**src/hw/pipeline_defines.svh**
```systemverilog
`ifndef PIPELINE_DEFINES_SVH
`define PIPELINE_DEFINES_SVH

////////////////////////////////////////////////////////////
// Datapath widths
////////////////////////////////////////////////////////////

// Instruction word
`define INSTR_W 32
// Register index
`define REG_W 5
// Program counter
`define PC_W 32

////////////////////////////////////////////////////////////
// Fixed encodings
////////////////////////////////////////////////////////////

// Function field of JR under the R-type opcode
`define FUNCT_JR 6'h08
// Return address register for JAL
`define LINK_REG 5'd31

`endif

```
**src/hw/pipelinePkg.sv**
```systemverilog
package pipelinePkg;

    ////////////////////////////////////////////////////////////
    // Primary opcodes seen by the front end
    ////////////////////////////////////////////////////////////

    typedef enum logic [5:0] {
        // Register format, function field selects the operation
        opRtype = 6'd0,
        // Jumps
        opJ     = 6'd2,
        opJal   = 6'd3,
        // Conditional branches
        opBeq   = 6'd4,
        opBne   = 6'd5,
        opBlez  = 6'd6,
        opBgtz  = 6'd7,
        // Immediate arithmetic and logic
        opAddi  = 6'd8,
        opAddiu = 6'd9,
        opSlti  = 6'd10,
        opAndi  = 6'd12,
        opOri   = 6'd13,
        opLui   = 6'd15,
        // Memory access
        opLw    = 6'd35,
        opSw    = 6'd43
    } opcodeE;

    ////////////////////////////////////////////////////////////
    // Hazard classification
    ////////////////////////////////////////////////////////////

    typedef enum logic [1:0] {
        stallNone    = 2'd0,
        stallData    = 2'd1,
        stallControl = 2'd2
    } stallKindE;

endpackage

```
**src/hw/pipeWriterIf.sv**
```systemverilog
`timescale 1ns/100ps
`include "pipeline_defines.svh"

interface pipeWriterIf;

    // EX stage writer
    logic              exRegWrite;
    logic [`REG_W-1:0] exRd;

    // MEM stage writer
    logic              memRegWrite;
    logic [`REG_W-1:0] memRd;

    // Tracker side owns the stage registers
    modport track (
        output exRegWrite, exRd,
        output memRegWrite, memRd
    );

    // Hazard side only compares
    modport detect (
        input exRegWrite, exRd,
        input memRegWrite, memRd
    );

endinterface

```
**src/hw/fetchUnit.sv**
```systemverilog
`timescale 1ns/100ps
`include "pipeline_defines.svh"

module fetchUnit (
    input  logic                  clk,
    input  logic                  arstN,
    input  pipelinePkg::stallKindE stallKind,
    input  logic [`INSTR_W-1:0]   imemData,
    output logic [`PC_W-1:0]      imemAddr,
    output logic [`INSTR_W-1:0]   decodeInstr
);
    import pipelinePkg::*;

    ////////////////////////////////////////////////////////////
    // Program counter
    ////////////////////////////////////////////////////////////

    logic [`PC_W-1:0] pc;
    // Any stall kind freezes the front end
    logic             advance;

    assign advance = (stallKind == stallNone);

    always_ff @(posedge clk or negedge arstN) begin
        if (!arstN) begin
            pc <= '0;
        end else if (advance) begin
            // Sequential fetch only, branches never redirect here
            pc <= pc + `PC_W'd4;
        end
    end

    // Memory is addressed straight from the PC
    assign imemAddr = pc;

    ////////////////////////////////////////////////////////////
    // Fetch to decode register
    ////////////////////////////////////////////////////////////

    always_ff @(posedge clk or negedge arstN) begin
        if (!arstN) begin
            // All zero word decodes as a no-op
            decodeInstr <= '0;
        end else if (advance) begin
            decodeInstr <= imemData;
        end
    end

    ////////////////////////////////////////////////////////////
    // Checks
    ////////////////////////////////////////////////////////////

    // Fetch address frozen across the stalled edge
    pcHoldOnStall: assert property (
        @(posedge clk) disable iff (!arstN)
        (stallKind != stallNone) |=> $stable(imemAddr)
    ) else $error("fetchUnit: PC moved during a stall");

endmodule

```
**src/hw/destDecode.sv**
```systemverilog
`timescale 1ns/100ps
`include "pipeline_defines.svh"

module destDecode (
    input  logic [`INSTR_W-1:0] decodeInstr,
    output logic                idRegWrite,
    output logic [`REG_W-1:0]   idRd
);
    import pipelinePkg::*;

    ////////////////////////////////////////////////////////////
    // Instruction fields
    ////////////////////////////////////////////////////////////

    opcodeE            opcode;
    logic [5:0]        funct;
    logic [`REG_W-1:0] rtField;
    logic [`REG_W-1:0] rdField;

    assign opcode  = opcodeE'(decodeInstr[31:26]);
    assign funct   = decodeInstr[5:0];
    // I-type destination
    assign rtField = decodeInstr[20:16];
    // R-type destination
    assign rdField = decodeInstr[15:11];

    ////////////////////////////////////////////////////////////
    // Destination selection
    ////////////////////////////////////////////////////////////

    logic              rawWrite;
    logic [`REG_W-1:0] rawRd;

    always_comb begin
        rawWrite = 1'b0;
        rawRd    = '0;
        case (opcode)
            opRtype: begin
                // JR only reads rs
                if (funct != `FUNCT_JR) begin
                    rawWrite = 1'b1;
                    rawRd    = rdField;
                end
            end
            opAddi, opAddiu, opSlti, opAndi, opOri, opLui, opLw: begin
                rawWrite = 1'b1;
                rawRd    = rtField;
            end
            opJal: begin
                // Return address goes to the link register
                rawWrite = 1'b1;
                rawRd    = `LINK_REG;
            end
            default: begin
                // Branches, J, SW and unknown opcodes write nothing
                rawWrite = 1'b0;
                rawRd    = '0;
            end
        endcase
    end

    ////////////////////////////////////////////////////////////
    // Register zero filter
    ////////////////////////////////////////////////////////////

    // r0 is hardwired so writing it is not a hazard
    assign idRegWrite = rawWrite && (rawRd != '0);
    // Empty destination reads as zero downstream
    assign idRd       = idRegWrite ? rawRd : '0;

endmodule

```
**src/hw/writerTrack.sv**
```systemverilog
`timescale 1ns/100ps
`include "pipeline_defines.svh"

module writerTrack (
    input  logic                   clk,
    input  logic                   arstN,
    input  pipelinePkg::stallKindE stallKind,
    input  logic                   idRegWrite,
    input  logic [`REG_W-1:0]      idRd,
    pipeWriterIf.track             writer
);
    import pipelinePkg::*;

    ////////////////////////////////////////////////////////////
    // Next EX contents
    ////////////////////////////////////////////////////////////

    logic              exLoadWrite;
    logic [`REG_W-1:0] exLoadRd;

    always_comb begin
        if (stallKind != stallNone) begin
            // Bubble while decode is held
            exLoadWrite = 1'b0;
            exLoadRd    = '0;
        end else begin
            exLoadWrite = idRegWrite;
            exLoadRd    = idRd;
        end
    end

    ////////////////////////////////////////////////////////////
    // EX and MEM stage registers
    ////////////////////////////////////////////////////////////

    always_ff @(posedge clk or negedge arstN) begin
        if (!arstN) begin
            writer.exRegWrite  <= 1'b0;
            writer.exRd        <= '0;
            writer.memRegWrite <= 1'b0;
            writer.memRd       <= '0;
        end else begin
            writer.exRegWrite  <= exLoadWrite;
            writer.exRd        <= exLoadRd;
            // MEM always drains EX so a stall can resolve
            writer.memRegWrite <= writer.exRegWrite;
            writer.memRd       <= writer.exRd;
        end
    end

    // Empty slots carry no stale register index
    emptyStageZero: assert property (
        @(posedge clk) disable iff (!arstN)
        (writer.exRegWrite || (writer.exRd == '0)) &&
        (writer.memRegWrite || (writer.memRd == '0))
    ) else $error("writerTrack: empty stage holds a destination");

endmodule

```
**src/hw/hazardDetect.sv**
```systemverilog
`timescale 1ns/100ps
`include "pipeline_defines.svh"

module hazardDetect (
    input  logic [`INSTR_W-1:0]     decodeInstr,
    pipeWriterIf.detect             writer,
    output pipelinePkg::stallKindE  stallKind
);
    import pipelinePkg::*;

    ////////////////////////////////////////////////////////////
    // Source operands of the decode instruction
    ////////////////////////////////////////////////////////////

    opcodeE            opcode;
    logic [5:0]        funct;
    logic [`REG_W-1:0] rs;
    logic [`REG_W-1:0] rt;

    assign opcode = opcodeE'(decodeInstr[31:26]);
    assign funct  = decodeInstr[5:0];
    assign rs     = decodeInstr[25:21];
    assign rt     = decodeInstr[20:16];

    ////////////////////////////////////////////////////////////
    // Writer matches
    ////////////////////////////////////////////////////////////

    logic exMatch;
    logic memMatch;
    logic anyMatch;

    // Tracker never flags a write to r0
    assign exMatch  = writer.exRegWrite  && ((writer.exRd  == rs) || (writer.exRd  == rt));
    assign memMatch = writer.memRegWrite && ((writer.memRd == rs) || (writer.memRd == rt));
    assign anyMatch = exMatch || memMatch;

    ////////////////////////////////////////////////////////////
    // Classification
    ////////////////////////////////////////////////////////////

    // Instructions that resolve control flow in decode
    logic isControl;

    always_comb begin
        case (opcode)
            opBeq, opBne, opBlez, opBgtz: isControl = 1'b1;
            opRtype:                      isControl = (funct == `FUNCT_JR);
            default:                      isControl = 1'b0;
        endcase
    end

    always_comb begin
        // Control rule has priority over the plain data rule
        if (!anyMatch) begin
            stallKind = stallNone;
        end else if (isControl) begin
            stallKind = stallControl;
        end else begin
            stallKind = stallData;
        end
    end

    ////////////////////////////////////////////////////////////
    // Checks
    ////////////////////////////////////////////////////////////

    // Raw opcode bits cross checked against the classification
    always_comb begin
        if (stallKind == stallControl) begin
            assert ((decodeInstr[31:28] == 4'b0001) ||
                    ((decodeInstr[31:26] == 6'd0) && (decodeInstr[5:0] == `FUNCT_JR)))
            else $error("hazardDetect: control stall without branch or JR");
        end
    end

endmodule

```
**src/hw/hazardUnit.sv**
```systemverilog
`timescale 1ns/100ps
`include "pipeline_defines.svh"

module hazardUnit (
    input  logic                   clk,
    input  logic                   arstN,
    input  logic [`INSTR_W-1:0]    imemData,
    output logic [`PC_W-1:0]       imemAddr,
    output logic [`INSTR_W-1:0]    decodeInstr,
    output pipelinePkg::stallKindE stallKind
);

    ////////////////////////////////////////////////////////////
    // Internal connections
    ////////////////////////////////////////////////////////////

    // Decode stage destination
    logic              idRegWrite;
    logic [`REG_W-1:0] idRd;

    // EX and MEM writers toward the detector
    pipeWriterIf writerBus ();

    ////////////////////////////////////////////////////////////
    // Blocks
    ////////////////////////////////////////////////////////////

    fetchUnit u_fetchUnit (
        .clk         (clk),
        .arstN       (arstN),
        .stallKind   (stallKind),
        .imemData    (imemData),
        .imemAddr    (imemAddr),
        .decodeInstr (decodeInstr)
    );

    destDecode u_destDecode (
        .decodeInstr (decodeInstr),
        .idRegWrite  (idRegWrite),
        .idRd        (idRd)
    );

    // Stage registers
    writerTrack u_writerTrack (
        .clk        (clk),
        .arstN      (arstN),
        .stallKind  (stallKind),
        .idRegWrite (idRegWrite),
        .idRd       (idRd),
        .writer     (writerBus.track)
    );

    // Combinational compare against decode sources
    hazardDetect u_hazardDetect (
        .decodeInstr (decodeInstr),
        .writer      (writerBus.detect),
        .stallKind   (stallKind)
    );

endmodule

```
**config.mk**
```make
export PLATFORM = sky130hd
export DESIGN_NAME = hazardUnit
export DESIGN_NICKNAME = d
export VERILOG_FILES = /design/src/hw/pipelinePkg.sv /design/src/hw/pipeWriterIf.sv /design/src/hw/fetchUnit.sv /design/src/hw/destDecode.sv /design/src/hw/writerTrack.sv /design/src/hw/hazardDetect.sv /design/src/hw/hazardUnit.sv
export VERILOG_INCLUDE_DIRS = /design/src /design/src/hw
export SDC_FILE = /design/constraint.sdc
export NUM_CORES = 1
export LEC_CHECK = 0
export BUFFER_PORTS_ARGS = -buffer_cell sky130_fd_sc_hd__buf_2
export CORE_ASPECT_RATIO = 1.5
export CORE_MARGIN = 10
export CORE_UTILIZATION = 52
export CTS_CLUSTER_DIAMETER = 80
export CTS_CLUSTER_SIZE = 12
export DETAILED_ROUTE_END_ITERATION = 6
export PLACE_DENSITY = 0.78
export SLEW_MARGIN = 20
export SYNTH_ARGS = -nofsm -noshare
export SYNTH_HDL_FRONTEND = slang
export SYNTH_HIERARCHICAL = 1
export SYNTH_SLANG_ARGS = --single-unit
```
**constraint.sdc**
```tcl
create_clock -name clk -period 3.8 [get_ports clk]
set_input_delay 0.19 -clock clk [delete_from_list [all_inputs] [get_ports clk]]
set_output_delay 0.19 -clock clk [all_outputs]
set_load 0.1 [all_outputs]
```
==> results of run 1 <==
registers in the layout, summed over array words and instances (netlist names):
| register | cells |
|---|---|
| u_writerTrack/writer.memRd | 5 |
| u_writerTrack/writer.memRegWrite | 1 |
| u_writerTrack/writer.exRegWrite | 1 |
| u_writerTrack/writer.exRd | 5 |
| u_fetchUnit/decodeInstr | 32 |
| u_fetchUnit/imemAddr | 30 |
how the worst min path moves through the flow:
stage | from | endpoint | slack, ns
after global placement | u_writerTrack/writer.exRegWrite | u_writerTrack/writer.memRegWrite | 0.39
after floorplan | arstN | u_fetchUnit/decodeInstr[0] | -0.11
final | arstN | u_fetchUnit/decodeInstr[16] | 0.07
after CTS | imemData[31] | u_fetchUnit/decodeInstr[31] | 0.05
after detailed placement | u_writerTrack/writer.exRegWrite | u_writerTrack/writer.memRegWrite | 0.39
after global routing | imemData[19] | u_fetchUnit/decodeInstr[19] | 0.05
Yosys cell counts, types with 2 or more instances:
master | n | area, µm²
a21oi_1 | 3 | 15.0
a221o_1 | 4 | 40.0
a32oi_1 | 2 | 17.5
and2_0 | 2 | 12.5
and3_1 | 6 | 37.5
and4_1 | 4 | 35.0
buf_2 | 3 | 15.0
buf_4 | 3 | 22.5
buf_6 | 2 | 22.5
dfrtp_1 | 74 | 1850
inv_1 | 2 | 7.51
mux2_2 | 33 | 372
nand2_1 | 11 | 41.3
nand3_1 | 9 | 45.0
nand4_1 | 17 | 106
nand4b_1 | 2 | 17.5
nor2_1 | 4 | 15.0
nor3b_1 | 6 | 45.0
nor4_1 | 5 | 31.3
nor4_2 | 2 | 25.0
xnor2_1 | 30 | 263
xor2_1 | 19 | 166
cell type report:
type	count	share of cell area, %
clock buffer	9	2.98
multi-input combinational	183	36.8
inverter	2	0.181
tap	76	2.29
clock inverter	7	1.12
sequential	74	44.6
timing repair buffer	99	12.1
logic make-up (layout without fill, tap and decap cells):
kind of cell / after synthesis / in the layout / share of synthesized area (%)
AO/OA/AOI/OAI: 18 / 18 / 4.64
buffers and inverters: 11 / 117 / 2.12
AND/OR/NAND/NOR: 80 / 80 / 15.3
other: 1 / 2 / 0.110
flip-flops: 74 / 74 / 54.1
multiplexers: 33 / 33 / 10.9
XOR/XNOR: 49 / 49 / 12.5
adder cells (fa/ha/maj): 1 / 1 / 0.365
stage by stage:
stage	hold slack, ns	power [W]	cells
6_report	0.0678	0.00231	450
5_1_grt	0.0547	0.00241	450
4_1_cts	0.0544	0.00233	450
3_5_place_dp	0.393	0.00180	434
3_3_place_gp	0.386	0.00179	434
2_1_floorplan	-0.106	0.00163	268
worst register-to-register path, stage by stage, from the launching register on:
cell	delay (ns)
dfrtp_1	0.43
xor2_1	0.19
nor4_1	0.45
a32oi_1	0.25
a21boi_4	0.36
nor2_4	0.07
and4_1	0.39
and3_1	0.29
xor2_1	0.14
power by group through the flow:
stage / clock network (W) / logic [W] / registers, W
global route: 0.000579 / 0.000852 / 0.000977
global placement: 0 / 0.000816 / 0.000975
finish: 0.000525 / 0.000818 / 0.000963
detailed placement: 0 / 0.000823 / 0.000979
floorplan: 0 / 0.000190 / 0.00144
CTS: 0.000540 / 0.000826 / 0.000964
layer usage:
metal	global-route usage, %	wire [µm]	part of all wire (%)	vias to the layer above
met2	27.7	4290	52	91
met4	5.59	148	1.8	0
met3	6.00	569	6.9	14
met1	18.8	3250	39	1261
met5	0	0	0	-
li1	-	-	-	1174
==> impl_metrics.json, run 1 <==
{
  "ys_seq_area_share_pct": 54.1,
  "critPathBufInv": 1,
  "grt_max_degree": 75,
  "p_int_w": 0.00126,
  "grt_pass1_wl_mm": 13.7,
  "drt_iter0_markers": 113,
  "dieArea_um2": 10300,
  "io_pins": 100,
  "fin_area_um2": 4150,
  "final_common_cell": "buf_2",
  "pwr-share-comb_pct": 35.5,
  "die_h_um": 119,
  "synth_cells": 267,
  "synth-main-ff-cell": "dfrtp_1",
  "worstSetupStartpoint": "u_fetchUnit/decodeInstr[22]",
  "drc": 0,
  "tightest_slew_ns": 0.915,
  "dieWidth_um": 86.3,
  "coreArea_um2": 6440,
  "power_frac_seq_pct": 41.8,
  "skew_ns": 0.00697,
  "finalNetCount": 404,
  "status": "finished, final reports clean",
  "cp.arrival_ns": 2.55,
  "finalSetupViolations": 0,
  "cts_hold_buf": 0,
  "row_count": 36,
  "synth_area_um2": 3420,
  "htree_levels": 3,
  "multi_input_area_um2": 1530,
  "syn_avg_cell_area_um2": 12.8,
  "crit_end": "stallKind[1]",
  "clkTransAtPathRegs_ns": 0.08,
  "fin_util_pct": 64.5,
  "drt_wl_total_mm": 8.26,
  "cp_max_fo": 9,
  "cts_buffers": 9,
  "cp.required_ns": 3.61,
  "cp_top_family": "compound AO/OA/AOI/OAI gates",
  "clk_latency_ns": 0.35,
  "fmax_mhz": 365,
  "gp_congestion": 0.819,
  "placed_area_um2": 3980,
  "worstSetupPathType": "flop to primary output",
  "reg2reg_slack_ns": 1.13,
  "groute.usage.overall_pct": 16.5,
  "cts.sinks": 74,
  "antenna_found_initial": 0,
  "crit_slowest_cell": "buf_2",
  "power_switching_w": 0.00105,
  "postCtsSetupBuffers": 0,
  "slew_headroom_pct": 39.0,
  "async_flop_share_pct": 100,
  "power_density_nw_per_um2": 556,
  "dr.pass1.iters": 4,
  "cts-root-buf": "clkbuf_8",
  "yosysUniqueCellTypes": 46,
  "port_buffers": 97,
  "synth_warnings": 6,
  "tns_ns": 0,
  "regArea_um2": 1850,
  "hp-class": "input pin to asynchronous set/reset pin",
  "num_antenna_cells": 0,
  "cts_tree": "built",
  "p_leak_nw": 1.99,
  "path_cells": "xor2_1 > nor4_1 > a32oi_1 > a21boi_4 > buf_2",
  "rr_worst_depth": 8,
  "post-route-min-period_ns": 2.74,
  "initial_utilization_pct": 53.2,
  "drive_above_1_share_pct": 42.8,
  "post_drt_wl_per_cell_um": 18.3,
  "cp.depth": 5,
  "setup_ws_ns": 1.06,
  "first_global_vias": 2733,
  "ctsResizeCount": 0,
  "ant_nets": 0,
  "n_fill_cell": 528,
  "vias_per_cell": 5.64,
  "pre_cts_ws_ns": 1.21,
  "synth_edf_count": 0,
  "cp-end-kind": "primary output",
  "hold_viol": 0,
  "clkPwrFrac_pct": 22.8,
  "ys_ff_latch": 74,
  "clock_path_buffers": 2,
  "post-route-period-util_pct": 72.0,
  "peakVddDrop_mv": 0.595,
  "start_kind": "flop",
  "num_vias": 2540,
  "cpPeakStageDelay_ns": 0.51,
  "grt.overflow.total": 0,
  "mostFrequentLayoutCells": "buf_2, dfrtp_1, mux2_2",
  "syn_to_final_growth_pct": 21.2,
  "hpwlAfterDp_mm": 6.20,
  "switching_share_pct": 45.5,
  "maxCapViolCount": 0,
  "final-max-slew-violation-count": 0,
  "r2r-start": "u_fetchUnit/decodeInstr[22]",
  "reg2reg_to": "u_fetchUnit/imemAddr[13]",
  "rsz0062_at_grt": "false"
}
(Power assumes the default switching activity.)
==> inputs of run 2 (changes only) <==
CORE_UTILIZATION = 47   (was 52)
PLACE_DENSITY = 0.74   (was 0.78)
clock period = 2.29 ns   (was 3.8 ns; I/O delays follow)
==> run 2 against run 1 <==
Sequential power up 68%. Global-route usage up 1.2 points. Clock power up 82%. Clock-buffer cell count up 4. Setup slack worse by 1.0 ns. Clock skew up 0.0040 ns. Via count up 8.0%. Die area up 8.5%. Critical path depth up 4. Sequential share of layout area down 6.0 points. Largest power group unchanged.
==> impl_metrics.json, run 2 (synthesized netlist as in run 1, its figures left out) <==
{
  "status": "finished, final reports clean",
  "dieArea_um2": 11200,
  "drc": 0,
  "fin_util_pct": 68.4,
  "post_drt_wl_per_cell_um": 18.0,
  "cts-root-buf": "clkbuf_8",
  "worstSetupPathType": "flop to flop",
  "cp-end-kind": "flop",
  "rr_worst_depth": 9,
  "num_antenna_cells": 0,
  "grt_pass1_wl_mm": 15.4,
  "fin_area_um2": 4910,
  "row_count": 38,
  "coreArea_um2": 7180,
  "gp_congestion": 0.801,
  "cp_max_fo": 7,
  "hp-class": "input pin to flop",
  "antenna_found_initial": 0,
  "cp.required_ns": 2.53,
  "placed_area_um2": 4210,
  "p_int_w": 0.00235,
  "critPathBufInv": 1,
  "power_switching_w": 0.00178,
  "path_cells": "xor2_1 > nor4_2 > a32oi_2 > a21oi_4 > nor2_4 > and4_4 > buf_6 > nand4b_1 > xnor2_1",
  "tightest_slew_ns": 0.736,
  "dieWidth_um": 89.7,
  "syn_to_final_growth_pct": 43.4,
  "cpPeakStageDelay_ns": 0.52,
  "port_buffers": 97,
  "cts_tree": "built",
  "grt_max_degree": 28,
  "min_path_cells": 2,
  "slew_headroom_pct": 50.3,
  "pre_cts_ws_ns": -0.117,
  "reg2reg_slack_ns": 0.03,
  "initial_utilization_pct": 47.7,
  "total_power_w": 0.00412,
  "setup_ws_ns": 0.0264,
  "ant_nets": 0,
  "grt.overflow.total": 0,
  "dpl.cell_count": 473,
  "mostFrequentLayoutCells": "buf_2, dfrtp_1, mux2_2",
  "cts.sinks": 74,
  "finalNetCount": 459,
  "final-max-slew-violation-count": 0,
  "htree_levels": 3,
  "drive_above_1_share_pct": 50.6,
  "dr.pass1.iters": 4,
  "skew_ns": 0.0110,
  "pwr-share-comb_pct": 37.5,
  "drt_iter0_markers": 102,
  "die_h_um": 125,
  "num_vias": 2742,
  "switching_share_pct": 43.1,
  "clkPwrFrac_pct": 23.2,
  "clock_path_buffers": 2,
  "clkTransAtPathRegs_ns": 0.07,
  "finalSetupViolations": 0,
  "p_leak_nw": 2.28,
  "maxCapViolCount": 0,
  "top_register": "u_fetchUnit/decodeInstr",
  "largest_reg_flops": 32,
  "fmax_mhz": 442,
  "crit_slowest_cell": "dfrtp_4",
  "io_pins": 100,
  "drt_wl_total_mm": 9.54,
  "cp.arrival_ns": 2.51,
  "hpwlAfterDp_mm": 6.82,
  "power_frac_seq_pct": 39.3,
  "post-route-period-util_pct": 98.8,
  "peakVddDrop_mv": 1.55,
  "vias_per_cell": 5.18,
  "first_global_vias": 3026,
  "clk_latency_ns": 0.35,
  "cts_buffers": 9,
  "final_cells": 529,
  "final_common_cell": "buf_2",
  "start_kind": "flop",
  "groute.usage.overall_pct": 17.7,
  "post-route-min-period_ns": 2.26,
  "cp.depth": 9,
  "cp_top_family": "simple AND/OR/NAND/NOR gates",
  "hold_viol": 0,
  "rsz0062_at_grt": "true",
  "power_density_nw_per_um2": 840
}
run 2: cell type report:
class / count / area [µm²]
Clock buffer: 13 / 139
Clock inverter: 3 / 40.0
Fill cell: 515 / 2270
Inverter: 2 / 7.51
Multi-Input combinational cell: 183 / 1650
Sequential cell: 74 / 1900
Tap cell: 100 / 125
Timing Repair Buffer: 154 / 1060
run 2: power groups by stage:
stage	logic, W	registers, W	clock network, W
global placement	0.00142	0.00163	0
global route	0.00161	0.00165	0.00104
finish	0.00155	0.00162	0.000957
detailed placement	0.00143	0.00163	0
CTS	0.00149	0.00162	0.000981
floorplan	0.000338	0.00241	0
run 2: through the flow:
| stage | hold slack [ns] | setup TNS (ns) |
|---|---|---|
| after detailed placement | 0.111 | -0.824 |
| after CTS | 0.00479 | -0.0370 |
| after global placement | 0.113 | -0.00144 |
| final | 0.00437 | 0 |
| after floorplan | -0.181 | -36.80 |
| after global routing | -0.00555 | -1.30 |
run 2: worst register-to-register path: stages, from the launching register on:
cell and delay [ns]:
dfrtp_4 0.52, xor2_1 0.25, nor4_2 0.08, a32oi_2 0.32, a21oi_4 0.12, nor2_4 0.15, and4_4 0.26, buf_6 0.13
nand4b_1 0.14, xnor2_1 0.18
run 2: path summary, 6_finish.rpt:
| path | to | start |
|---|---|---|
| min | u_fetchUnit/decodeInstr[21] | imemData[21] |
| min in group asynchronous | u_fetchUnit/decodeInstr[12] | arstN |
| max | u_fetchUnit/imemAddr[27] | u_fetchUnit/decodeInstr[20] |
| min reg2reg | u_writerTrack/writer.memRegWrite | u_writerTrack/writer.exRegWrite |
| max in group asynchronous | u_fetchUnit/decodeInstr[27] | arstN |
| max reg2reg | u_fetchUnit/imemAddr[27] | u_fetchUnit/decodeInstr[20] |
run 2: what timing repair did:
action,in CTS,in global routing
pin swaps,4,23
hold buffers,31,0
cloned,0,0
resized for setup,10,14
endpoints found under the hold margin,52,0
setup endpoints to repair,40,50
setup buffers,2,7
run 2: routing by layer:
metal	share of wire (%)	wire (µm)	track usage, %
met5	0	0	0
met4	3.0	285	10.2
met3	5.1	484	3.40
met2	53	5070	29.8
met1	39	3700	19.7
==> inputs of run 3 (changes only) <==
REMOVE_ABC_BUFFERS = 1   (was not set)
==> run 3 against run 2 <==
Critical path depth decreased by 3. Non-clock buffer count decreased by 9. Global-route usage decreased by 1.2 points. Clock skew decreased by 0.0067 ns. Wire length decreased by 7.2%. Via count decreased by 2.4%. Largest cell class unchanged. Largest power group unchanged.
==> impl_metrics.json, run 3 (synthesized netlist as in run 1, its figures left out) <==
{
  "cts_tree": "built",
  "dieWidth_um": 89.7,
  "drt_iter0_markers": 68,
  "cp.required_ns": 2.18,
  "gp_congestion": 0.880,
  "peakVddDrop_mv": 1.17,
  "num_vias": 2677,
  "clock_path_buffers": 2,
  "status": "finished, final reports clean",
  "maxCapViolCount": 0,
  "setup_ws_ns": 0.0530,
  "n_fill_cell": 578,
  "vias_per_cell": 5.18,
  "fmax_mhz": 447,
  "final_common_cell": "buf_2",
  "largest_reg_flops": 32,
  "wl_met3_um": 554,
  "path_cells": "xor2_1 > nor4_2 > a32oi_2 > a21oi_2 > buf_4 > buf_12",
  "skew_ns": 0.00428,
  "slew_headroom_pct": 51.0,
  "start_kind": "flop",
  "pre_cts_ws_ns": -0.163,
  "syn_to_final_growth_pct": 35.4,
  "drt_wl_total_mm": 8.85,
  "total_power_w": 0.00391,
  "top_layer": "met4",
  "cpPeakStageDelay_ns": 0.44,
  "hold_viol": 0,
  "cp-end-kind": "primary output",
  "multi_input_area_um2": 1560,
  "cts_buffers": 9,
  "coreArea_um2": 7180,
  "grt_pass1_wl_mm": 14.4,
  "finalSetupViolations": 0,
  "clk_latency_ns": 0.33,
  "grt.overflow.total": 0,
  "regArea_um2": 1850,
  "cp_max_fo": 7,
  "groute.usage.overall_pct": 16.4,
  "crit_slowest_cell": "dfrtp_2",
  "hp-class": "input pin to flop",
  "port_buffers": 97,
  "drive_above_1_share_pct": 45.1,
  "fin_util_pct": 64.6,
  "power_density_nw_per_um2": 842,
  "dieArea_um2": 11200,
  "post-route-period-util_pct": 97.7,
  "num_antenna_cells": 0,
  "dr_wl_met2_mm": 4.89,
  "post-route-min-period_ns": 2.24,
  "met1Wirelength_mm": 3.24,
  "post_drt_wl_per_cell_um": 17.1,
  "drc": 0,
  "hpwlAfterDp_mm": 6.69,
  "cp.arrival_ns": 2.12,
  "htree_levels": 3,
  "finalNetCount": 450,
  "ant_nets": 0,
  "reg2reg_slack_ns": 0.06,
  "io_pins": 100,
  "dr.pass1.iters": 4,
  "clkTransAtPathRegs_ns": 0.07,
  "mostFrequentLayoutCells": "buf_2, dfrtp_1, mux2_2",
  "cts.sinks": 74,
  "tightest_slew_ns": 0.735,
  "critPathBufInv": 2,
  "cp_top_family": "compound AO/OA/AOI/OAI gates",
  "grt_max_degree": 43,
  "p_leak_nw": 2.22,
  "antenna_found_initial": 0,
  "row_count": 38,
  "top_register": "u_fetchUnit/decodeInstr",
  "final-max-slew-violation-count": 0,
  "worstSetupPathType": "flop to primary output",
  "initial_utilization_pct": 47.7,
  "cts-root-buf": "clkbuf_8",
  "first_global_vias": 2891,
  "rsz0062_at_grt": "true",
  "die_h_um": 125
}
[run 3: changes by cell type in the layout (fill, tap and decap cells not counted), moves of 4 or more]
| cell | change |
|---|---|
| nand3_2 | -4 |
| dlygate4sd3_1 | -12 |
| buf_6 | -4 |
| dfrtp_2 | -10 |
| dfrtp_4 | -8 |
| dfrtp_1 | +18 |
| buf_4 | +6 |
| nand3_1 | +4 |
[run 3: repair_timing]
item / CTS / global route
resized for setup: 9 / 5
buffers inserted: 2 / 2
pin swaps: 4 / 6
endpoints found under the hold margin: 49 / 1
hold buffers: 18 / 1
setup endpoints to repair: 26 / 25
[run 3: worst paths after layout]
kind / startpoint / end / cells past startpoint
max: u_fetchUnit/decodeInstr[17] / stallKind[0] / 6
min: imemData[18] / u_fetchUnit/decodeInstr[18] / 2
max reg2reg: u_fetchUnit/decodeInstr[17] / u_fetchUnit/imemAddr[13] / 9
min reg2reg: u_writerTrack/writer.exRegWrite / u_writerTrack/writer.memRegWrite / 0
max in group asynchronous: arstN / u_fetchUnit/decodeInstr[17] / 3
min in group asynchronous: arstN / u_fetchUnit/decodeInstr[0] / 2
[run 3: area by class of cell]
| class | count | share of cell area (%) |
|---|---|---|
| multi-input cells | 183 | 33.6 |
| well taps | 100 | 2.70 |
| flip-flops and latches | 74 | 40.0 |
| clock buffers | 12 | 2.91 |
| repair buffers | 145 | 20.6 |
| inverters | 2 | 0.162 |
| clock inverters | 1 | 0.108 |
[run 3: through the flow]
step           setup TNS, ns  instances  area [µm²]  hold slack [ns]
3_3_place_gp         -0.0906        481        4220            0.222
5_1_grt               -0.280        517        4640          0.00363
2_1_floorplan        -150.41        259        3360           -0.181
3_5_place_dp          -0.925        481        4220            0.217
4_1_cts                    0        514        4600        0.0000256
6_report                   0        517        4640           0.0159
[run 3: layer usage]
layer  up-vias  GRT usage (%)
li1       1267              -
met4         0           6.48
met5         -              0
met3        15           3.66
met1      1310           18.2
met2        85           28.9
[run 3: report_power, final]
| part | total [W] | internal [W] | leakage, nW | switching, W |
|---|---|---|---|---|
| Clock | 0.000794 | 0.000375 | 0.0722 | 0.000419 |
| Combinational | 0.00151 | 0.000384 | 1.21 | 0.00113 |
| Sequential | 0.00160 | 0.00144 | 0.939 | 0.000162 |
